**config.mk**
```make
export PLATFORM = sky130hd
export DESIGN_NAME = line_assembler
export DESIGN_NICKNAME = d
export VERILOG_FILES = /design/src/rtl/sdram_geom_pkg.sv /design/src/rtl/line_xfer_pkg.sv /design/src/rtl/line_assembler.sv
export SDC_FILE = /design/constraint.sdc
export NUM_CORES = 1
export LEC_CHECK = 0
export BUFFER_PORTS_ARGS = -buffer_cell sky130_fd_sc_hd__buf_2
export CAP_MARGIN = 10
export CORE_ASPECT_RATIO = 0.5
export CORE_MARGIN = 10
export CORE_UTILIZATION = 50
export CTS_CLUSTER_DIAMETER = 40
export DETAILED_ROUTE_END_ITERATION = 8
export GPL_TIMING_DRIVEN = 0
export PLACE_DENSITY = 0.89
export SKIP_LAST_GASP = 1
export SLEW_MARGIN = 20
export SYNTH_ARGS = -nofsm -noshare
export SYNTH_HDL_FRONTEND = slang
export SYNTH_SLANG_ARGS = --single-unit
```
**constraint.sdc**
```tcl
create_clock -name clk_50m -period 4.2 [get_ports clk_50m]
set_clock_uncertainty 0.1 [all_clocks]
set_input_delay 0.84 -clock clk_50m [delete_from_list [all_inputs] [get_ports clk_50m]]
set_output_delay 0.84 -clock clk_50m [all_outputs]
set_load 0.005 [all_outputs]
```
**src/rtl/sdram_geom_pkg.sv**
```systemverilog
package sdram_geom_pkg;

	// Data path
	localparam int WORD_W     = 16;	// One SDRAM data word
	localparam int LINE_WORDS = 8;	// Words per line

	// Address split of a line
	localparam int BANKS  = 4;	// Bank stores behind the port
	localparam int BANK_W = 2;	// Bank select bits
	localparam int ROW_W  = 4;	// Row bits
	localparam int LCOL_W = 3;	// Line column bits inside a row
	localparam int WIDX_W = 3;	// Word index inside a line

	// Refresh timing, in clk_50m cycles
	localparam int REFRESH_INTERVAL = 200;	// Refresh due after this many cycles
	localparam int REFRESH_GUARD    = 12;	// Stop taking requests this early
	localparam int REFRESH_CYCLES   = 8;	// Port blocked for this long

endpackage : sdram_geom_pkg

```
**src/rtl/line_xfer_pkg.sv**
```systemverilog
package line_xfer_pkg;

	typedef logic [sdram_geom_pkg::WORD_W-1:0] word_t;	// One data word

	// Word 0 sits in the lowest bits
	typedef logic [sdram_geom_pkg::WORD_W*sdram_geom_pkg::LINE_WORDS-1:0] line_t;

	// {bank, row, line column}
	typedef logic [sdram_geom_pkg::BANK_W+sdram_geom_pkg::ROW_W+sdram_geom_pkg::LCOL_W-1:0]
		line_addr_t;

	// {row, line column, word index}
	typedef logic [sdram_geom_pkg::ROW_W+sdram_geom_pkg::LCOL_W+sdram_geom_pkg::WIDX_W-1:0]
		bank_addr_t;

	typedef logic [sdram_geom_pkg::WIDX_W-1:0] widx_t;	// Word position in a line

	typedef enum logic [2:0] {
		IDLE,		// Waiting for a request
		RFS,		// Refresh window, nothing accepted
		WR_BEAT,	// One write word per cycle
		RD_BEAT,	// One read enable per cycle
		RD_WAIT,	// Waiting for the assembled line
		DONE		// Write finished, ack next
	} port_state_t;

endpackage : line_xfer_pkg

```
**src/rtl/line_assembler.sv**
```systemverilog
`timescale 1ns/1ns

module line_assembler (
	input  logic                                                clk_50m,
	input  logic                                                sys_rst_n,
	input  logic                                                rd_start,
	input  line_xfer_pkg::word_t [sdram_geom_pkg::BANKS-1:0]    rd_word,
	input  logic [sdram_geom_pkg::BANKS-1:0]                    rd_valid,
	output line_xfer_pkg::line_t                                line_out,
	output logic                                                line_ready
);

	line_xfer_pkg::widx_t widx;	// Slot for the next returning word
	line_xfer_pkg::word_t sel_word;
	logic                 any_valid;

	// Only one bank answers per cycle, so OR of the gated words picks it
	always_comb begin
		sel_word = '0;
		for (int b = 0; b < sdram_geom_pkg::BANKS; b++) begin
			if (rd_valid[b])
				sel_word = sel_word | rd_word[b];
		end
	end

	assign any_valid = |rd_valid;

	always_ff @(posedge clk_50m) begin
		if (any_valid)
			line_out[widx*sdram_geom_pkg::WORD_W +: sdram_geom_pkg::WORD_W] <= sel_word;
	end

	always_ff @(posedge clk_50m or negedge sys_rst_n) begin
		if (!sys_rst_n) begin
			widx       <= '0;
			line_ready <= 1'b0;
		end else begin
			line_ready <= any_valid &&
				(widx == line_xfer_pkg::widx_t'(sdram_geom_pkg::LINE_WORDS - 1));
			if (rd_start)
				widx <= '0;
			else if (any_valid)
				widx <= widx + 1'b1;	// Wraps to 0 after the eighth word
		end
	end

	a_one_bank_returns: assert property (@(posedge clk_50m) disable iff (!sys_rst_n)
		$onehot0(rd_valid));

endmodule : line_assembler

```
==> metrics.cfg, run 1 <==
[outcome]
status=finished clean

[place]
dpl_cell_area_um2=6920
dp_hpwl_um=14300
gp_congestion=0.953
dp_cells=717
io_buffers=195

[floorplanning]
floorplan.initialDensity_pct=51.5
die_w_um=171
fp.dieH_um=95.5
fp-row-count=27
ios=200
die_area_um2=16300
core_um2=11000

[layout]
final_nets=669
antenna_cells=0
area_growth_pct=32.2
regArea_um2=3940
instances_no_fill=749
fillCellCount=699
drive_gt1_share_pct=44.9
fin_area_um2=7530
multi_input_area_um2=1580

[synth]
postSynthCellCount=369
yosysUniqueCellTypes=38
synth_fa_ha_area_share_pct=1.54
synth_top_area_share_pct=67.5
avgSynthCellArea_um2=15.4
ys_top_cells_by_area=edfxtp_1 (68%), a2111oi_0 (6.0%), a21oi_1 (5.6%), a22oi_1 (4.2%), a211oi_2 (2.0%)
synth_compound_area_share_pct=21.1
yosysTopAreaCell=edfxtp_1
synthArstFlopShare_pct=3.03
synth_edf_count=128
synth_common_cells=edfxtp_1 (128), a21oi_1 (64), a2111oi_0 (39)
synthesis.area_um2=5690
muxShareOfSynthArea_pct=0.549
yosysWarnings=0
synth_xor_area_share_pct=0
yosys.area_share.simple_pct=3.93
synth_nets=447
ys_ff_latch=132
dominantRegCellSynth=edfxtp_1
synth.most_common_cell=edfxtp_1
synth_top_family_by_area=compound AO/OA/AOI/OAI gates
ys_seq_area_share_pct=69.3

[setup_path]
path_common_cell=ha_1
arrival_ns=3.39
slowest_delay_ns=0.61
path_class=reg2reg
cp_cell_sequence=buf_4 -> inv_1 -> ha_1 -> ha_1 -> buf_6 -> nand2b_1 -> clkbuf_1 -> nor4_2 -> buf_2
cp_max_fo=10
path_delay_family=buffers and inverters
cp-end-kind=register
critPathSlowestCell=nor4_2
worstSetupStartpointType=register
cp_num_buf_inv=5
crit_required_ns=4.22

[routing]
ant_nets=0
detail_route.wl_per_cell_um=26.9
routed_wirelength_um=20100
first_pass_iters=6
drc=0
vias=5014
via_per_inst=6.69
drtIter0Drc=783

[timing]
drv_slew=0
finalSetupViolations=0
max_clock_freq_mhz=297
fin_crit_ns=3.37
slew_headroom_pct=31.1
final-hold-violation-count=0
worst_slew_pin_slew_ns=1.03
rsz0062_at_grt=no
min_period_over_period_pct=80.3

[worst_hold_path]
hold_class=in2async

[clock_network]
cts_tree=done
clkSinkCount=132
cts_max_level=4
cts_buffer_depth=2
clkTransAtPathRegs_ns=0.05
cts-resized-gates=0
cts_buffers=17
cts_root_buf=clkbuf_16
insertion_delay_ns=0.42
post_cts_buffers=0
postCtsHoldBufs=0

[global_route]
grt_use_total_pct=23.6
antenna_found_initial=0
grt_max_degree=17
grt-ovfl-total=0
grt_pass1_vias=4714
grt_pass1_wl_um=28800

[power_and_ir_drop]
power.switching_mw=0.905
intPower_mw=2.63
ir_drop_uv=240
p_clk_share_pct=43.2
power.share.sequential_pct=43.0
swShare_pct=25.6
combPwrFrac_pct=13.8
leakage_nw=2.88
power.density_nw_per_um2=469

[job]
drv_cap=0

power by group through the flow:
stage                     clock network (mW)  registers (mW)  logic, mW
final                                   1.52            1.52      0.488
after global placement                     0            1.54      0.422
after global routing                    1.58            1.52      0.507
after floorplan                            0            1.55      0.257
after detailed placement                   0            1.54      0.452
after CTS                               1.53            1.52      0.463
metrics by stage:
stage	power (mW)	setup WS (ns)	hold WS [ns]	setup TNS [ns]	util (%)
final	3.53	0.828	0.119	0	68.1
after global routing	3.61	0.627	0.111	0	68.1
after CTS	3.51	0.561	0.109	0	68.1
after detailed placement	2.00	0.594	0.554	0	62.7
after global placement	1.97	-0.411	0.546	-14.32	62.0
after floorplan	1.80	0.450	0.444	0	-
layer usage:
| metal | wire (µm) | track usage, % | up-vias |
|---|---|---|---|
| met5 | 0 | 0 | - |
| met4 | 1010 | 10.9 | 0 |
| met3 | 2810 | 8.49 | 119 |
| met2 | 9960 | 39.0 | 545 |
| met1 | 6350 | 27.5 | 2333 |
| li1 | - | - | 2017 |
path summary, 6_finish.rpt:
path / start / endpoint / slack, ns / cells after the start
worst min register to register: widx[2]$_DFFE_PN0P_ / widx[2]$_DFFE_PN0P_ / 0.62 / 2
worst max register to register: widx[0]$_DFFE_PN0P_ / line_out[72]$_DFFE_PP_ / 0.83 / 9
max in group asynchronous: sys_rst_n / widx[2]$_DFFE_PN0P_ / 3.76 / 1
worst max-delay path: widx[0]$_DFFE_PN0P_ / line_out[72]$_DFFE_PP_ / 0.83 / 9
min in group clk_50m: widx[2]$_DFFE_PN0P_ / widx[2]$_DFFE_PN0P_ / 0.62 / 2
worst min-delay path: sys_rst_n / line_ready$_DFF_PN0_ / 0.12 / 1
cell families after synthesis:
logic type,after synthesis
and+or+nand+nor,29
muxes,3
DFF,132
AOI/OAI and AO/OA,161
buffers and inverters,37
adders and majority gates,7
layout by cell type (no fill, tap or decap), types with 2 or more instances in the layout:
| cell | Yosys | layout |
|---|---|---|
| edfxtp_1 | 128 | 128 |
| clkbuf_16 | 0 | 17 |
| a22oi_1 | 32 | 32 |
| a211oi_1 | 7 | 7 |
| clkinv_1 | 0 | 2 |
| a211oi_2 | 9 | 9 |
| a21oi_1 | 64 | 64 |
| clkinv_2 | 0 | 3 |
| mux2i_1 | 2 | 2 |
| inv_1 | 3 | 3 |
| clkbuf_1 | 16 | 20 |
| a2111oi_1 | 2 | 2 |
| dfrtp_1 | 4 | 4 |
| nand4bb_1 | 2 | 2 |
| buf_2 | 6 | 207 |
| buf_6 | 3 | 3 |
| ha_1 | 7 | 7 |
| a2111oi_0 | 39 | 39 |
| buf_4 | 7 | 9 |
| and3_1 | 3 | 3 |
| nand2b_1 | 6 | 6 |
| nor2_1 | 2 | 2 |
| nor4b_2 | 0 | 3 |
| a2111oi_2 | 7 | 7 |
| bufinv_16 | 0 | 4 |
state kept, by name, summed over array words and instances (netlist names):
name / cells
line_ready: 1
line_out: 128
widx: 3
cell type report:
class,count,share of cell area (%)
Buffer,34,2.59
Clock buffer,21,5.85
Clock inverter,11,2.11
Inverter,3,0.150
Multi-Input combinational cell,200,20.9
Sequential cell,132,52.4
Tap cell,145,2.41
Timing Repair Buffer,203,13.6
Power figures use the tool's default switching activity.
==> run 2: changes to the inputs <==
Clock period 4.2 ns to 3.15 ns, I/O delays scaled along.
==> metrics.cfg, run 2 (synthesized netlist as in run 1, its figures left out) <==
[outcome]
status=finished clean

[timing]
worst_slew_pin_slew_ns=1.11
finalSetupViolations=0
fin_crit_ns=3.07
max_clock_freq_mhz=326
slew_headroom_pct=26.3
layout_setup_ws_ns=0.0784
final-hold-violation-count=0
min_period_over_period_pct=97.5
drv_slew=0

[layout]
regMostFlops=line_out
antenna_cells=0
final_cell_mix=buf_2 (207), edfxtp_1 (128), a21oi_1 (64)
largest_reg_flops=128
final_common_cell=buf_2
area_growth_pct=33.9
drive_gt1_share_pct=45.6
final_nets=674
fillCellCount=650
fin_area_um2=7630
reg_top3=line_out x128, widx x3, line_ready x1

[floorplanning]
core_um2=11000
fp-row-count=27
die_area_um2=16300
die_w_um=171
ios=200
floorplan.initialDensity_pct=51.5
fp.dieH_um=95.5

[clock_network]
insertion_delay_ns=0.42
cts_tree=done
clkTransAtPathRegs_ns=0.06
cts_max_level=4
clkSinkCount=132
cts_buffers=17
cts_buffer_depth=2
cts_root_buf=clkbuf_16

[setup_path]
path_class=reg2reg
cp_cell_sequence=buf_4 -> inv_1 -> ha_1 -> ha_1 -> buf_6 -> nand2b_1 -> clkbuf_1 -> nor4_4 -> buf_4 -> buf_6
path_delay_family=buffers and inverters
arrival_ns=3.11
cp-end-kind=register
critPathSlowestCell=dfrtp_1
slowest_delay_ns=0.43
cp_max_fo=10
crit_required_ns=3.19
worstSetupStartpointType=register
cp_num_buf_inv=6

[global_route]
grt_max_degree=17
grt-ovfl-total=0
grt_use_total_pct=25.8
grt_pass1_wl_um=31100
antenna_found_initial=0
grt_pass1_vias=4925

[place]
pre_cts_ws_ns=-0.0909
io_buffers=195
dp_hpwl_um=14500
gp_congestion=0.958
dpl_cell_area_um2=6930

[routing]
vias=5239
ant_nets=0
first_pass_iters=6
routed_wirelength_um=22000
drc=0
detail_route.wl_per_cell_um=29.2
via_per_inst=6.95
drtIter0Drc=1075

[power_and_ir_drop]
p_clk_share_pct=43.5
power.density_nw_per_um2=630
combPwrFrac_pct=14.3
ir_drop_uv=362
swShare_pct=26.8
finalPower_mw=4.80
intPower_mw=3.52
leakage_nw=2.91
power.share.sequential_pct=42.2
power.switching_mw=1.29

[job]
drv_cap=0

[worst_hold_path]
hold_class=in2async

run 2: stage by stage:
step | hold slack, ns | util [%] | TNS, ns | cells
5_1_grt | 0.454 | 69.0 | -0.317 | 754
3_5_place_dp | 0.342 | 62.8 | -1.44 | 716
2_1_floorplan | 0.234 | - | -19.83 | 369
4_1_cts | 0.441 | 68.6 | 0 | 750
6_report | 0.436 | 69.0 | 0 | 754
3_3_place_gp | 0.338 | 62.1 | -69.38 | 709
run 2: final timing paths:
check	from	endpoint	slack, ns	depth (start not counted)
max	widx[0]$_DFFE_PN0P_	line_out[71]$_DFFE_PP_	0.08	10
min	sys_rst_n	widx[0]$_DFFE_PN0P_	0.44	2
max reg2reg	widx[0]$_DFFE_PN0P_	line_out[71]$_DFFE_PP_	0.08	10
min reg2reg	widx[2]$_DFFE_PN0P_	widx[2]$_DFFE_PN0P_	0.60	2
max in group asynchronous	sys_rst_n	widx[1]$_DFFE_PN0P_	2.40	2
min in group clk_50m	rd_start	widx[2]$_DFFE_PN0P_	0.44	3
run 2: power groups by stage:
stage          Combinational, mW  Clock [mW]  Sequential (mW)
2_1_floorplan              0.347           0             2.06
3_3_place_gp               0.567           0             2.06
4_1_cts                    0.641        2.07             2.02
3_5_place_dp               0.608           0             2.06
5_1_grt                    0.708        2.14             2.03
6_report                   0.687        2.09             2.02
run 2: timing repair:
action | in CTS | in global routing
buffers inserted | 1 | 4
resized for setup | 0 | 2
setup endpoints to repair | 16 | 21
endpoints found under the hold margin | 4 | 0
hold buffers | 1 | 0
pin swaps | 1 | 1
run 2: worst reg2reg max path: cells and delay by family (launching register included):
kind / cells / cell delay, ns
AND/OR/NAND/NOR: 2 / 0.55
flip-flops: 1 / 0.43
buffers and inverters: 6 / 1.17
adder cells (fa/ha/maj): 2 / 0.53
run 2: routing by layer:
metal  vias up  part of all wire (%)  track usage (%)  wire length, µm
li1       2018                     -                -                -
met1      2444                    31             29.5             6880
met2       622                    48             41.4            10500
met3       155                    14             8.70             3090
met4         0                   7.0             16.9             1540
met5         -                     0                0                0
run 2: layout make-up:
cell class	count	area [µm²]	share of cell area (%)
multi-input combinational	200	1600	21.0
sequential	132	3940	51.7
inverter	3	11.3	0.148
clock inverter	13	183	2.40
timing repair buffer	208	1080	14.1
buffer	34	195	2.56
tap	145	181	2.38
clock buffer	19	433	5.68
