File: src/rtl/sdram_geom_pkg.sv
package sdram_geom_pkg;

	// Data path
	localparam int WORD_W     = 16;	// One SDRAM data word
	localparam int LINE_WORDS = 8;	// Words per line

	// Address split of a line
	localparam int BANKS  = 4;	// Bank stores behind the port
	localparam int BANK_W = 2;	// Bank select bits
	localparam int ROW_W  = 4;	// Row bits
	localparam int LCOL_W = 3;	// Line column bits inside a row
	localparam int WIDX_W = 3;	// Word index inside a line

	// Refresh timing, in clk_50m cycles
	localparam int REFRESH_INTERVAL = 200;	// Refresh due after this many cycles
	localparam int REFRESH_GUARD    = 12;	// Stop taking requests this early
	localparam int REFRESH_CYCLES   = 8;	// Port blocked for this long

endpackage : sdram_geom_pkg

File: src/rtl/line_xfer_pkg.sv
package line_xfer_pkg;

	typedef logic [sdram_geom_pkg::WORD_W-1:0] word_t;	// One data word

	// Word 0 sits in the lowest bits
	typedef logic [sdram_geom_pkg::WORD_W*sdram_geom_pkg::LINE_WORDS-1:0] line_t;

	// {bank, row, line column}
	typedef logic [sdram_geom_pkg::BANK_W+sdram_geom_pkg::ROW_W+sdram_geom_pkg::LCOL_W-1:0]
		line_addr_t;

	// {row, line column, word index}
	typedef logic [sdram_geom_pkg::ROW_W+sdram_geom_pkg::LCOL_W+sdram_geom_pkg::WIDX_W-1:0]
		bank_addr_t;

	typedef logic [sdram_geom_pkg::WIDX_W-1:0] widx_t;	// Word position in a line

	typedef enum logic [2:0] {
		IDLE,		// Waiting for a request
		RFS,		// Refresh window, nothing accepted
		WR_BEAT,	// One write word per cycle
		RD_BEAT,	// One read enable per cycle
		RD_WAIT,	// Waiting for the assembled line
		DONE		// Write finished, ack next
	} port_state_t;

endpackage : line_xfer_pkg

File: src/rtl/line_port.sv
`timescale 1ns/1ns

module line_port (
	input  logic                              clk_50m,
	input  logic                              sys_rst_n,
	input  logic                              wb_cyc,
	input  logic                              wb_stb,
	input  logic                              wb_we,
	input  line_xfer_pkg::line_addr_t         wb_adr,
	input  line_xfer_pkg::line_t              wb_dat_i,
	output logic                              wb_ack,
	output logic                              refresh_busy,
	output logic [sdram_geom_pkg::BANKS-1:0]  bank_wr_en,
	output logic [sdram_geom_pkg::BANKS-1:0]  bank_rd_en,
	output line_xfer_pkg::bank_addr_t         word_addr,
	output line_xfer_pkg::word_t              wr_word,
	output logic                              rd_start,
	input  logic                              line_ready
);

	line_xfer_pkg::port_state_t state, state_nxt;
	line_xfer_pkg::widx_t       beat;	// Word index of the current beat

	// Runs past the interval while the refresh window is open
	logic [$clog2(sdram_geom_pkg::REFRESH_INTERVAL + sdram_geom_pkg::REFRESH_CYCLES)-1:0]
		refresh_cnt;

	logic                               accept;
	logic                               last_beat;
	logic                               rfs_end;
	logic [sdram_geom_pkg::BANK_W-1:0]  bank_sel;
	logic [sdram_geom_pkg::BANKS-1:0]   bank_onehot;

	assign bank_sel    = wb_adr[$bits(line_xfer_pkg::line_addr_t)-1 -: sdram_geom_pkg::BANK_W];
	assign bank_onehot = {{(sdram_geom_pkg::BANKS-1){1'b0}}, 1'b1} << bank_sel;
	assign last_beat   = (beat == line_xfer_pkg::widx_t'(sdram_geom_pkg::LINE_WORDS - 1));
	assign rfs_end     = (refresh_cnt ==
		sdram_geom_pkg::REFRESH_INTERVAL + sdram_geom_pkg::REFRESH_CYCLES - 1);

	assign refresh_busy = (refresh_cnt >=
		sdram_geom_pkg::REFRESH_INTERVAL - sdram_geom_pkg::REFRESH_GUARD);

	// Ack still high means the master has not dropped stb yet
	assign accept = (state == line_xfer_pkg::IDLE) && wb_cyc && wb_stb && !wb_ack &&
		!refresh_busy;

	// Beat outputs decode straight from state so banks see them on the next edge
	assign bank_wr_en = (state == line_xfer_pkg::WR_BEAT) ? bank_onehot : '0;
	assign bank_rd_en = (state == line_xfer_pkg::RD_BEAT) ? bank_onehot : '0;
	assign word_addr  = {wb_adr[sdram_geom_pkg::ROW_W+sdram_geom_pkg::LCOL_W-1:0], beat};
	assign wr_word    = wb_dat_i[beat*sdram_geom_pkg::WORD_W +: sdram_geom_pkg::WORD_W];
	assign rd_start   = (state == line_xfer_pkg::RD_BEAT) && (beat == '0);

	always_comb begin
		state_nxt = state;
		case (state)
			line_xfer_pkg::IDLE: begin
				if (refresh_cnt >= sdram_geom_pkg::REFRESH_INTERVAL - 1)
					state_nxt = line_xfer_pkg::RFS;	// Refresh due, port is quiet
				else if (accept)
					state_nxt = wb_we ? line_xfer_pkg::WR_BEAT : line_xfer_pkg::RD_BEAT;
			end
			line_xfer_pkg::RFS: begin
				if (rfs_end)
					state_nxt = line_xfer_pkg::IDLE;
			end
			line_xfer_pkg::WR_BEAT: begin
				if (last_beat)
					state_nxt = line_xfer_pkg::DONE;
			end
			line_xfer_pkg::RD_BEAT: begin
				if (last_beat)
					state_nxt = line_xfer_pkg::RD_WAIT;
			end
			line_xfer_pkg::RD_WAIT: begin
				if (line_ready)
					state_nxt = line_xfer_pkg::IDLE;
			end
			default: state_nxt = line_xfer_pkg::IDLE;	// DONE too
		endcase
	end

	always_ff @(posedge clk_50m or negedge sys_rst_n) begin
		if (!sys_rst_n) begin
			state  <= line_xfer_pkg::IDLE;
			beat   <= '0;
			wb_ack <= 1'b0;
		end else begin
			state  <= state_nxt;
			wb_ack <= (state == line_xfer_pkg::DONE) ||
				(state == line_xfer_pkg::RD_WAIT && line_ready);
			if (accept)
				beat <= '0;
			else if (state == line_xfer_pkg::WR_BEAT || state == line_xfer_pkg::RD_BEAT)
				beat <= beat + 1'b1;
		end
	end

	always_ff @(posedge clk_50m or negedge sys_rst_n) begin
		if (!sys_rst_n)
			refresh_cnt <= '0;
		else if (state == line_xfer_pkg::RFS)
			refresh_cnt <= rfs_end ? '0 : refresh_cnt + 1'b1;
		else if (refresh_cnt != sdram_geom_pkg::REFRESH_INTERVAL)
			refresh_cnt <= refresh_cnt + 1'b1;	// Holds when due until IDLE
	end

	// One bank per beat, the same bank for the whole line, never read and write at once
	a_enables_onehot: assert property (@(posedge clk_50m) disable iff (!sys_rst_n)
		$onehot0({bank_wr_en, bank_rd_en}) &&
		(beat == '0 || $stable({bank_wr_en, bank_rd_en})));

	a_stb_held: assert property (@(posedge clk_50m) disable iff (!sys_rst_n)
		(wb_cyc && wb_stb && !wb_ack) |=> (wb_cyc && wb_stb));

endmodule : line_port

File: config.mk
export PLATFORM = sky130hd
export DESIGN_NAME = line_port
export DESIGN_NICKNAME = d
export VERILOG_FILES = /design/src/rtl/sdram_geom_pkg.sv /design/src/rtl/line_xfer_pkg.sv /design/src/rtl/line_port.sv
export SDC_FILE = /design/constraint.sdc
export NUM_CORES = 1
export LEC_CHECK = 0
export ABC_AREA = 1
export BUFFER_PORTS_ARGS = -buffer_cell sky130_fd_sc_hd__buf_2
export CAP_MARGIN = 20
export CORE_UTILIZATION = 42
export DETAILED_ROUTE_END_ITERATION = 8
export PLACE_DENSITY_LB_ADDON = 0.25
export SETUP_SLACK_MARGIN = 0.3
export SYNTH_ARGS = -nofsm -noshare
export SYNTH_HDL_FRONTEND = slang
export SYNTH_SLANG_ARGS = --single-unit
File: constraint.sdc
create_clock -name clk_50m -period 2.69 [get_ports clk_50m]
set_input_delay 0.538 -clock clk_50m [delete_from_list [all_inputs] [get_ports clk_50m]]
set_output_delay 0.538 -clock clk_50m [all_outputs]
set_load 0.05 [all_outputs]
==> flow_results.org, run 1 <==
** Timing
- Measured slew at the worst slew-check pin :: 0.547 ns
- Setup repair after global routing left no endpoint under its margin.
- Clock skew on the completed layout was measured at 0.00123 ns.
- The clock period could shrink to 2.31 ns.
- The count of endpoints failing hold in the final timing report came to 0.
- For the final routed database, the setup TNS stands at 0 ns.
- Setup violations remaining at the end of the flow were counted as 0.
- After layout, the worst path uses 85.9% of the clock period.
- The final-report max-slew violation count is 0.
- Static timing analysis puts the maximum clock frequency at 433 MHz.
- Hold timing on the final database bottoms out at a slack of 0.184 ns.
- Worst-case headroom to the max-slew limit :: 63.3%

** Clock tree
- TritonCTS built the clock tree.
- The number of setup buffers added after CTS is 0.
- Maximum buffer depth of the clock tree :: 2
- The tree built by TritonCTS fans out to 15 sinks.
- In this run, post-CTS hold repair placed 0 buffers.
- Clk pin slew, worst setup/hold paths :: 0.06 ns
- Number of H-tree levels :: 1
- The clock reaches the later pin of the worst-skew pair after 0.25 ns.
- Clock root cell :: sky130_fd_sc_hd__clkbuf_8
- Buffers inserted during clock tree synthesis total 3.

** Worst setup path
- The signal on the critical path passes through inv_6 -> buf_4 -> nor2_1 -> o22ai_1 -> nand2_1 -> nand2_1 -> buf_2.
- Worst R2R End :: state[0]$_DFFE_PN0P_
- For the worst setup path, the data arrival time is 1.77 ns.
- The slowest stage of the critical path is the sky130_fd_sc_hd__dfrtp_2 cell.
- Number of buffer and inverter instances along the worst setup path :: 3
- For the worst setup path, the data required time is 2.15 ns.
- CP peak stage delay :: 0.45 ns
- Endpoint kind of the worst setup timing path :: primary output
- Delay-heaviest family, CP :: buffers and inverters
- CP most frequent cell :: sky130_fd_sc_hd__nand2_1
- In this run the register-to-register setup slack is 1.14 ns.
- CP startpoint :: beat[0]$_DFFE_PN0P_
- Worst r2r src :: beat[0]$_DFFE_PN0P_
- The worst register-to-register path has a depth of 9.
- In this run the worst setup path terminates at wr_word[9].
- Setup crit start kind :: flip-flop
- Maximum fanout encountered on the critical timing path :: 23
- Type of the setup path with the least slack :: flip-flop to primary output
- Logic depth of the worst setup path including buffers :: 7

** Synth
- Most frequently used cell type in the post-synthesis netlist :: sky130_fd_sc_hd__nand2_1
- The cell area that synthesis handed to floorplanning was 2080 sq um.
- After synthesis, the netlist uses 31 different library cells.
- After synthesis, the largest area contributor takes up 18.0% of total cell area.
- Number of warning messages in the yosys log :: 0
- Dominant cells by area after synthesis :: sky130_fd_sc_hd__dfrtp_1 (18%), sky130_fd_sc_hd__nand2_1 (14%), sky130_fd_sc_hd__o21ai_0 (13%)
- Cell accounting for the most synthesized area :: sky130_fd_sc_hd__dfrtp_1
- Primary flip-flop cell chosen by synthesis mapping :: sky130_fd_sc_hd__dfrtp_1
- Averaged over all synthesized cells, the footprint is 5.73 sq um.
- Total nets after synthesis :: 512
- Proportion of synthesized chip area in sequential cells :: 18.0%
- Ranked by instance count, the synthesized netlist is headed by sky130_fd_sc_hd__nand2_1 (76), sky130_fd_sc_hd__nor2_1 (72), sky130_fd_sc_hd__o21ai_0 (55).
- In this run, synthesis produced a sequential element count of 15.
- Post-Synthesis Cells :: 364
- Share of flip-flops with an asynchronous set or reset :: 100%
- Number of enable-type register cells in the synthesized netlist :: 0

** Drt
- After detailed routing, the total wire length is 7750 um.
- The first detailed-routing pass ran for 6 iterations.
- Routed length per placed instance :: 13.4 um
- Initial detailed-routing violation count :: 257
- In the routed layout, each cell is associated on average with a via count of 5.32.
- Number of routed nets with antenna violations :: 0
- Across all layers, the routed design uses 3080 vias.
- Post-route DRC :: 0

** Placed design
- The wire-length estimate of the detail-placed layout is 6150 um.
- At the end of routability-driven placement, the weighted congestion stood at 0.903.
- I/O Buffers :: 165
- Cell area after placement :: 2880 sq um

** Power and ir drop
- After layout, the design draws a total of 3230 uW.
- Switching Fraction :: 64.3%
- Summed over all cells, the static leakage comes to 0.00165 uW.
- For this design the ratio of total power to cell area is 1100 nW/um^2.
- Net Switching :: 2080 uW
- The worst-case IR drop observed on VDD is 0.00125 V.
- Sequential group share of total power :: 9.5%
- Portion of total power attributed to combinational logic :: 84.7%
- The internal portion of the total power is 1150 uW.
- Proportion of power drawn by the clock network :: 5.8%

** Floorplanning
- Pin placement for this block handled 180 I/O pins.
- The die covers 5250 sq um.
- Die extent in y :: 72.5 um
- Core area :: 4750 sq um
- The floorplan step set the die width to 72.5 um.
- Standard-cell row count :: 25
- Once the floorplan was initialized, standard cells occupied 43.8% of the core.

** Final layout
- From synthesis to final layout, the design area changed by 41.2%.
- At the end of the flow, the number of nets in the layout was 661.
- The repair_antennas step left the layout with diodes totalling 0.
- Proportion of layout cells with a drive suffix above 1 :: 38.1%
- Final Cell Area :: 2940 sq um

** Outcome
- The flow ran to the end, and the final reports show no timing, DRC or antenna violations.

** Global routing
- Entering global routing, the biggest net connects 67 pins.
- Wire length of the first global-routing pass :: 11500 um
- Overflow left after global routing :: 0
- Global routing used 27.9% of the available tracks.
- The via count of the first global-routing pass was 2568.
- The number of antenna violations at the first check in global routing is 0.

** Job
- Max_cap viols :: 0

** Min path
- Worst Hold Class :: input port to async pin
[stage by stage]
step | util (%) | setup WS (ns) | instances
5_1_grt | 61.9 | 0.284 | 579
6_report | 61.9 | 0.379 | 579
4_1_cts | 61.6 | 0.308 | 579
3_5_place_dp | 60.6 | 0.571 | 575
3_3_place_gp | 60.6 | 0.581 | 575
2_1_floorplan | - | 0.270 | 364
[sequential cells by signal, indices dropped and copies added, names as in the netlist]
signal       flops
refresh_cnt      8
wb_ack           1
state            3
beat             3
[cell type report]
type                    instances  area, sq um
repair buffers                174          917
well taps                      67         83.8
fillers                       494         1810
inverters                      26          105
flip-flops and latches         15          377
clock buffers                   4         45.0
multi-input cells             293         1420
[metal layers]
layer	up-vias	routed length, um	GRT usage (%)
li1	1513	-	-
met1	1377	3140	37.0
met2	166	3800	46.1
met3	24	576	3.06
met4	0	230	11.3
met5	-	0	0
[worst min path at each step]
stage                                       to  slack (ns)  cells past startpoint
detailed placement            wb_ack$_DFF_PN0_        0.44                      1
finish              refresh_cnt[7]$_DFFE_PN0P_        0.18                      1
global route        refresh_cnt[5]$_DFFE_PN0P_        0.22                      1
floorplan                  beat[0]$_DFFE_PN0P_        0.24                      0
global placement              wb_ack$_DFF_PN0_        0.42                      1
CTS                           wb_ack$_DFF_PN0_        0.19                      1
[repair_timing]
| item | CTS | global route |
|---|---|---|
| gates resized for setup | 1 | 6 |
| endpoints found under the hold margin | 0 | 0 |
| setup endpoints to repair | 1 | 11 |
[cell usage in the layout (no fill, tap or decap), drive strengths merged, types with 5 or more instances in the layout]
cell type / n
inv: 25
o21ai: 69
nor2: 75
nor3: 9
nand3: 13
o22ai: 32
ha: 5
dfrtp: 15
buf: 171
clkbuf: 7
nand2: 77
[logic make-up (layout without fill, tap and decap cells)]
family	Yosys count	after routing	synth area share, %
AND/OR/NAND/NOR	179	179	34.9
AO/OA/AOI/OAI	108	108	29.5
buffers and inverters	56	204	14.2
flip-flops	15	15	18.0
adder cells (fa/ha/maj)	5	5	3.00
XOR/XNOR	1	1	0.420
[power groups by stage]
stage | combinational [uW] | clock, uW | sequential [uW]
global route | 2970 | 200 | 312
global placement | 2670 | 0 | 304
floorplan | 2070 | 0 | 381
detailed placement | 2690 | 0 | 307
CTS | 2710 | 189 | 303
finish | 2740 | 186 | 308
No activity file was read; power rests on OpenSTA's default activity.
==> inputs of run 2 (changes only) <==
Settings changed: ABC_AREA 1 to not set, CORE_UTILIZATION 42 to 41.
==> flow_results.org, run 2 <==
** Synth
- Count of unique library cells instantiated by Yosys :: 40 (+29%)
- The sequential fraction of the synthesis area came to 19.3% (+1.3 points).
- Ranking of synthesized cells by instance count :: sky130_fd_sc_hd__mux4_2 (32), sky130_fd_sc_hd__mux2_2 (18), sky130_fd_sc_hd__dfrtp_1 (15)
- Number of warning messages in the yosys log :: 0 (unchanged)
- Primary flip-flop cell chosen by synthesis mapping :: sky130_fd_sc_hd__dfrtp_1
- The fraction of synthesis flops using an asynchronous set or reset pin came to 100% (unchanged).
- The cell count after synthesis is 164 (-55%).
- The share of the synthesized area in the top cell type is 37.1% (+19 points).
- By area the synthesized netlist is led by sky130_fd_sc_hd__mux4_2 (37%), sky130_fd_sc_hd__dfrtp_1 (19%), sky130_fd_sc_hd__mux2_2 (10%).
- Flip-flop and latch count after synthesis :: 15 (unchanged)
- The largest total area in the synthesized netlist belongs to sky130_fd_sc_hd__mux4_2.
- The net count after synthesis is 312 (-39%).
- Number of enable-type register cells in the synthesized netlist :: 0 (unchanged)
- The total standard cell area after synthesis is 1940 sq um (-6.9%).
- Most frequently used cell type in the post-synthesis netlist :: sky130_fd_sc_hd__mux4_2
- The average size of a mapped cell was 11.8 sq um (+110%).

** Worst setup path
- Data required time at the worst endpoint :: 2.15 ns (about the same)
- CP peak stage delay :: 0.48 ns (+0.03 ns)
- The worst setup path is captured at a primary output.
- Delay-heaviest family, CP :: multiplexers
- Setup crit start kind :: flip-flop
- The critical-path maximum fanout is 6 (-74%).
- Walking the worst path, the cells encountered are buf_6 -> clkbuf_16 -> mux4_2 -> mux2_2 -> buf_6.
- CP most frequent cell :: sky130_fd_sc_hd__buf_6
- The critical path in this run is classified as flip-flop to primary output.
- The number of buffer and inverter stages on the critical path came to 3 (unchanged).
- On the critical path, the stage with the largest delay is an instance of sky130_fd_sc_hd__mux4_2.
- The endpoint arrival time on the critical path is 1.88 ns (+0.11 ns).
- The register-to-register setup slack is 0.78 ns (-0.36 ns).

** Clock tree
- Maximum buffer depth of the clock tree :: 2 (unchanged)
- The worst-skew pair later-pin latency is 0.24 ns (about the same).
- Clk pin slew, worst setup/hold paths :: 0.06 ns (about the same)
- The total CTS buffers came to 3 (unchanged).
- Number of H-tree levels :: 1 (unchanged)
- Clock net sink count :: 15 (unchanged)
- Clock tree from TritonCTS :: done
- Hold buffer count at cts :: 0 (unchanged)
- Clock root cell :: sky130_fd_sc_hd__clkbuf_8

** Final layout
- Layout fillers :: 337 (-32%)
- The ratio of cells with drive above 1 in the final layout is 75.2% (+37 points).
- The largest registers in the layout are refresh_cnt: 8 flops, beat: 3 flops, state: 3 flops.
- Leading cell types in the layout, fill and taps excluded :: sky130_fd_sc_hd__buf_2 (149), sky130_fd_sc_hd__mux4_2 (32), sky130_fd_sc_hd__buf_6 (15)
- Register bank with the most flops :: refresh_cnt
- Compared with the post-synthesis result, the final layout area differs by 60.5%.
- Commonest non-fill, non-tap cell in the layout :: sky130_fd_sc_hd__buf_2
- The post-layout instance count excluding filler cells was 378 (-35%).
- Largest register FFs :: 8 (unchanged)
- Final Net Count :: 475 (-28%)
- The antenna diode count came to 0 (unchanged).

** Timing
- The shortest clock period the worst path allows after layout came to 2.41 ns (+0.102 ns).
- The fraction of the cycle the final worst path needs came to 89.7% (+3.8 points).
- The worst-case clock skew is 0.000587 ns (-0.000642 ns).
- The count of final setup violators was 0 (unchanged).
- The worst max-slew margin expressed relative to the limit came to 57.6% (-5.7 points).
- The count of endpoints failing hold in the final timing report came to 0 (unchanged).
- Setup repair after global routing could not meet its margin everywhere.
- The pin slew with the least headroom to its limit is 0.630 ns (+0.0838 ns).
- The final setup TNS is 0 ns (unchanged).
- The final-report max-slew violation count was 0 (unchanged).
- Maximum achievable frequency :: 414 MHz (-4.2%)

** Outcome
- Status :: finished with violations
- Failing checks :: design-rule violations

** Drt
- The per-cell routed wire length is 19.3 um (+44%).
- Detailed-route vias per instance :: 5.76 (+8.2%)
- The post-detailed-route count of antenna-violating nets is 0 (unchanged).
- Wire length reported by the detailed router :: 7280 um (-6.0%)
- Post-route DRC :: 26 (+26)
- Initial detailed-routing violation count :: 89 (-65%)
- The first-pass iteration count of the detailed router came to 6 (unchanged).
- Overall via count from detail_route :: 2176 (-29%)

** Job
- The max-capacitance violation count was 0 (unchanged).

** Power and ir drop
- The total power per unit cell area is 1120 nW/um^2 (+1.9%).
- The cell internal power dissipation is 1780 uW (+55%).
- Leakage power of the design :: 0.00150 uW (-9.4%)
- Net Switching :: 1710 uW (-18%)
- Portion of total power attributed to combinational logic :: 83.4% (-1.3 points)
- The clock share of power is 5.3% (-0.5 points).
- Sequential group share of total power :: 11.3% (+1.8 points)
- Worst IR Drop VDD :: 0.000877 V (-30%)
- Switching Fraction :: 48.9% (-15 points)

** Floorplanning
- The horizontal die dimension is 70.8 um (-2.3%).
- The number of I/O pins came to 180 (unchanged).
- The starting density of the core was 43.7% (-0.18 points).
- The floorplan die area is 5010 sq um (-4.5%).
- Core area :: 4440 sq um (-6.5%)
- The cell row count was 24 (-4.0%).
- Die extent in y :: 70.8 um (-2.3%)

** Min path
- Worst Hold Class :: input port to async pin

** Placed design
- Final weighted congestion in routability-driven placement :: 0.861 (-4.6%)
- The count of input and output buffers came to 165 (unchanged).
- Placed wire-length estimate :: 5590 um (-9.1%)
- Placed cells :: 366 (-36%)

** Global routing
- The leftover overflow at the end of global routing was 0 (unchanged).
- Overall track demand over capacity in global routing :: 26.9% (-1.0 points)
- The number of antenna violations at the first check in global routing is 0 (unchanged).
- Wire length of the first global-routing pass :: 10400 um (-9.5%)
- The pin count of the biggest net entering global routing is 29 (-57%).
- The via count of the first global-routing pass was 2041 (-21%).
## run 2: cell count changes after synthesis, moves of 18 or more
cell                      delta
sky130_fd_sc_hd__mux2_2     +18
sky130_fd_sc_hd__mux4_2     +32
sky130_fd_sc_hd__nand2_1    -64
sky130_fd_sc_hd__nor2_1     -60
sky130_fd_sc_hd__o21ai_0    -53
sky130_fd_sc_hd__o22ai_1    -32
## run 2: cell families (layout without fill, tap and decap cells)
logic type | Yosys count | after routing | share of synthesized area [%]
multiplexers | 50 | 50 | 47.6
AND/OR/NAND/NOR | 50 | 50 | 13.9
buffers and inverters | 23 | 185 | 6.64
AO/OA/AOI/OAI | 16 | 16 | 7.09
flip-flops | 15 | 15 | 19.3
adder cells (fa/ha/maj) | 5 | 5 | 3.22
XOR/XNOR | 5 | 5 | 2.26
## run 2: path summary, 6_finish.rpt
| check | endpoint | start | cells after the start |
|---|---|---|---|
| max in group asynchronous | beat[0]$_DFFE_PN0P_ | sys_rst_n | 1 |
| max reg2reg | state[0]$_DFFE_PN0P_ | beat[0]$_DFFE_PN0P_ | 8 |
| max | wr_word[5] | beat[0]$_DFFE_PN0P_ | 5 |
| min reg2reg | refresh_cnt[5]$_DFFE_PN0P_ | refresh_cnt[5]$_DFFE_PN0P_ | 1 |
| min | refresh_cnt[0]$_DFFE_PN0P_ | sys_rst_n | 1 |
| min in group clk_50m | state[2]$_DFFE_PN0P_ | line_ready | 2 |
## run 2: area by class of cell
cell class	instances	area (sq um)	share of cell area (%)
multi-input combinational	126	1480	47.6
inverter	4	15.0	0.482
tap	52	65.1	2.09
sequential	15	379	12.2
clock buffer	4	45.0	1.45
timing repair buffer	177	1130	36.3
## run 2: worst register-to-register path, stage by stage, from the launching register on
cell and delay, ns:
sky130_fd_sc_hd__dfrtp_2 0.43, sky130_fd_sc_hd__buf_6 0.14, sky130_fd_sc_hd__clkbuf_16 0.16, sky130_fd_sc_hd__buf_4 0.14
sky130_fd_sc_hd__ha_1 0.19, sky130_fd_sc_hd__ha_1 0.22, sky130_fd_sc_hd__o32a_2 0.20, sky130_fd_sc_hd__a31oi_1 0.21
sky130_fd_sc_hd__o41ai_1 0.09
## run 2: layer usage
layer,global-route usage (%),share of wire (%)
met1,36.4,39
met2,43.1,47
met3,9.12,12
met4,4.22,2.0
met5,0,0
## run 2: stage by stage
| stage | setup WS, ns | utilization, % | hold WS, ns | power [uW] | instance area [sq um] |
|---|---|---|---|---|---|
| floorplan | 0.304 | - | 0.242 | 2220 | 1970 |
| global placement | 0.518 | 62.8 | 0.460 | 2650 | 2790 |
| detailed placement | 0.478 | 62.8 | 0.464 | 2670 | 2790 |
| CTS | 0.275 | 68.4 | 0.200 | 3310 | 3040 |
| global route | 0.218 | 70.1 | 0.215 | 3650 | 3120 |
| finish | 0.277 | 70.1 | 0.190 | 3490 | 3120 |
## run 2: power by group through the flow
stage	Sequential (uW)	Clock, uW	Combinational, uW
after global routing	409	200	3040
after global placement	388	0	2260
after CTS	387	190	2730
final	395	186	2910
after detailed placement	387	0	2280
after floorplan	364	0	1860
## run 2: repair_timing
item	4_1_cts	5_1_grt
endpoints found under the setup margin	14	21
hold endpoints to repair	0	0
resized for setup	35	17
pin swaps	0	0
gates cloned	2	1
buffers inserted	4	1
==> inputs of run 3 (changes only) <==
Settings changed: BUFFER_PORTS_ARGS -buffer_cell sky130_fd_sc_hd__buf_2 to -buffer_cell sky130_fd_sc_hd__buf_4.
==> flow_results.org, run 3 (synthesis gave the netlist of run 2 again) <==
** Outcome
- The run finished, with violations left.
- Failing checks :: design-rule violations

** Global routing
- Via count of the first global-routing pass :: 2156 (+5.6%)
- Largest net degree at the start of global routing :: 29 (unchanged)
- Overall track demand over capacity in global routing :: 27.7% (+0.79 points)
- Number of antenna violations at the first check in global routing :: 0 (unchanged)
- Overflow left after global routing :: 0 (unchanged)
- Wire length of the first global-routing pass :: 10700 um (+3.1%)

** Worst setup path
- The signal on the critical path passes through clkbuf_16 -> buf_6 -> mux4_2 -> mux2_2 -> buf_6.
- The critical path is of the flip-flop to primary output type.
- Worst r2r src :: beat[0]$_DFFE_PN0P_
- The delay of the slowest critical-path stage came to 0.49 ns (about the same).
- The required time reported for the critical path endpoint came to 2.15 ns (about the same).
- The endpoint identified for the worst register-to-register timing path is state[0]$_DFFE_PN0P_.
- Worst setup path endpoint :: wr_word[5]
- The worst reg-to-reg path cell count is 8 (unchanged).
- Maximum fanout encountered on the critical timing path :: 7 (+1)
- Counting stages on the worst path, the most repeated cell is sky130_fd_sc_hd__buf_6.
- STA classifies the critical path startpoint as a flip-flop.
- CP startpoint :: beat[0]$_DFFE_PN0P_
- Logic depth of the worst setup path including buffers :: 5 (unchanged)
- The worst setup path is captured at a primary output.
- Cell with the largest stage delay on the worst path :: sky130_fd_sc_hd__mux4_2
- Signal arrival time at the worst endpoint :: 1.90 ns (+0.02 ns)
- Delay-heaviest family, CP :: multiplexers
- Register-to-register path setup slack :: 0.78 ns (about the same)
- The number of buffer and inverter stages on the critical path came to 3 (unchanged).

** Clock tree
- The clock sink count was 15 (unchanged).
- The worst-skew pair later-pin latency is 0.24 ns (about the same).
- The level count of the clock H-tree was 1 (unchanged).
- Number of buffers inserted during clock tree synthesis :: 3 (unchanged)
- The cell sitting at the root of the clock tree is a sky130_fd_sc_hd__clkbuf_8.
- Clk pin slew, worst setup/hold paths :: 0.06 ns (about the same)
- Clock tree from TritonCTS :: done
- Hold buffer count at cts :: 0 (unchanged)
- The worst-case clock buffer depth is 2 (unchanged).

** Final layout
- The layout net count is 478 (+0.63%).
- The antenna diode count is 0 (unchanged).
- Number of standard cells in the layout, taps in and fillers out :: 381 (+0.79%)
- The area growth from synthesis to layout is 80.1%.
- The number of fill cells is 303 (-10%).
- FF+latch area :: 379 sq um (unchanged)
- The flip-flop count of the largest register after layout was 8 (unchanged).
- The top cell types in the final layout, fill and taps aside, are sky130_fd_sc_hd__buf_4 (156), sky130_fd_sc_hd__mux4_2 (32), sky130_fd_sc_hd__buf_6 (16).
- Proportion of layout cells with a drive suffix above 1 :: 75.7% (+0.53 points)
- Largest regs :: refresh_cnt: 8 flops, beat: 3 flops, state: 3 flops
- Area used by multi-input combinational logic :: 1480 sq um (-0.25%)
- Counting flops per register, the top entry is refresh_cnt.
- The library cell used most frequently in the layout, excluding fill and tap cells, is sky130_fd_sc_hd__buf_4.

** Drt
- The post-detailed-route count of antenna-violating nets came to 0 (unchanged).
- Detailed-router iteration count before antenna repair :: 6 (unchanged)
- The final wirelength came to 7750 um (+6.5%).
- Detailed-route vias per instance :: 5.72 (-0.65%)
- The post-route DRC violation count came to 26 (unchanged).
- The initial detailed-routing violation count is 151 (+70%).
- The per-cell routed wire length was 20.4 um (+5.6%).
- Overall via count from detail_route :: 2179 (+0.14%)

** Timing
- Maximum achievable frequency :: 410 MHz (-0.96%)
- Minimum clock period after layout :: 2.44 ns (+0.0233 ns)
- Measured slew at the worst slew-check pin :: 0.618 ns (-0.0129 ns)
- Final Setup Violations :: 0 (unchanged)
- The worst-case clock skew is 0.00126 ns (+0.000670 ns).
- The fraction of the cycle the final worst path needs came to 90.6% (+0.87 points).
- The count of endpoints failing hold in the final timing report was 0 (unchanged).
- The final setup TNS was 0 ns (unchanged).
- Setup repair after global routing missed its margin :: true
- Worst-case headroom to the max-slew limit :: 57.8% (+0.18 points)
- Pins Over Slew Limit :: 0 (unchanged)

** Floorplanning
- The die height came to 70.8 um (unchanged).
- Initial standard-cell utilization of the core :: 43.7% (unchanged)
- I/O Pins :: 180 (unchanged)
- The placeable core region came to 4440 sq um (unchanged).
- The cell row count came to 24 (unchanged).
- The horizontal die dimension came to 70.8 um (unchanged).
- The floorplan die area was 5010 sq um (unchanged).

** Placed design
- The total instance count after detailed placement came to 366 (unchanged).
- I/O Buffers :: 165 (unchanged)
- The placer's final routability congestion estimate was 0.857 (-0.45%).
- The detailed placer's ending HPWL came to 5940 um (+6.3%).

** Job
- Max_cap viols :: 0 (unchanged)

** Power and ir drop
- Worst IR Drop VDD :: 0.000764 V (-13%)
- The total power per unit cell area is 1020 nW/um^2 (-9.2%).
- Leakage power of the design :: 0.00162 uW (+8.4%)

** Min path
- Worst Hold Class :: input port to async pin
run 3: changes by cell type in the layout (fill, tap and decap cells not counted):
cell	delta
sky130_fd_sc_hd__buf_12	+1
sky130_fd_sc_hd__buf_16	-2
sky130_fd_sc_hd__buf_2	-149
sky130_fd_sc_hd__buf_4	+152
sky130_fd_sc_hd__buf_6	+1
sky130_fd_sc_hd__buf_8	-1
sky130_fd_sc_hd__clkbuf_1	-1
sky130_fd_sc_hd__clkbuf_16	+1
sky130_fd_sc_hd__clkinv_2	+1
sky130_fd_sc_hd__mux2_2	+1
sky130_fd_sc_hd__mux2_4	-1
run 3: per-stage QoR:
stage / setup WS (ns) / instance area (sq um) / total power (uW) / hold slack [ns] / utilization, %
after floorplan: 0.304 / 1970 / 2220 / 0.242 / -
after global placement: 0.527 / 3210 / 2840 / 0.401 / 72.1
after detailed placement: 0.504 / 3210 / 2860 / 0.402 / 72.1
after CTS: 0.237 / 3250 / 3060 / 0.140 / 73.2
after global routing: 0.200 / 3490 / 3700 / 0.135 / 78.6
final: 0.253 / 3490 / 3550 / 0.134 / 78.6
run 3: how the worst min path moves through the flow:
| stage | endpoint | startpoint | slack, ns |
|---|---|---|---|
| after floorplan | beat[0]$_DFFE_PN0P_ | sys_rst_n | 0.24 |
| after global routing | refresh_cnt[1]$_DFFE_PN0P_ | sys_rst_n | 0.14 |
| after global placement | refresh_cnt[2]$_DFFE_PN0P_ | sys_rst_n | 0.40 |
| after detailed placement | refresh_cnt[2]$_DFFE_PN0P_ | sys_rst_n | 0.40 |
| final | refresh_cnt[2]$_DFFE_PN0P_ | sys_rst_n | 0.13 |
| after CTS | refresh_cnt[2]$_DFFE_PN0P_ | sys_rst_n | 0.14 |
run 3: repair_timing:
item                                    CTS  global route
gates resized for setup                   0            30
buffers inserted                          0             9
endpoints found under the setup margin   13            17
cloned                                    0             2
run 3: metal layers:
| layer | GRT usage [%] | up-vias | part of all wire [%] | routed length (um) |
|---|---|---|---|---|
| li1 | - | 979 | - | - |
| met3 | 11.4 | 22 | 12 | 919 |
| met5 | 0 | - | 0 | 0 |
| met2 | 44.0 | 139 | 48 | 3720 |
| met1 | 35.4 | 1039 | 38 | 2950 |
| met4 | 6.67 | 0 | 2.1 | 166 |
run 3: cell type report:
type | instances | area share [%]
Timing Repair Buffer | 180 | 43.3
Multi-Input combinational cell | 126 | 42.3
Sequential cell | 15 | 10.8
Tap cell | 52 | 1.86
Inverter | 4 | 0.430
Clock buffer | 3 | 1.18
Clock inverter | 1 | 0.143
run 3: power breakdown:
part	internal, uW	switching [uW]
Sequential	263	136
Combinational	1480	1490
Clock	102	78.3
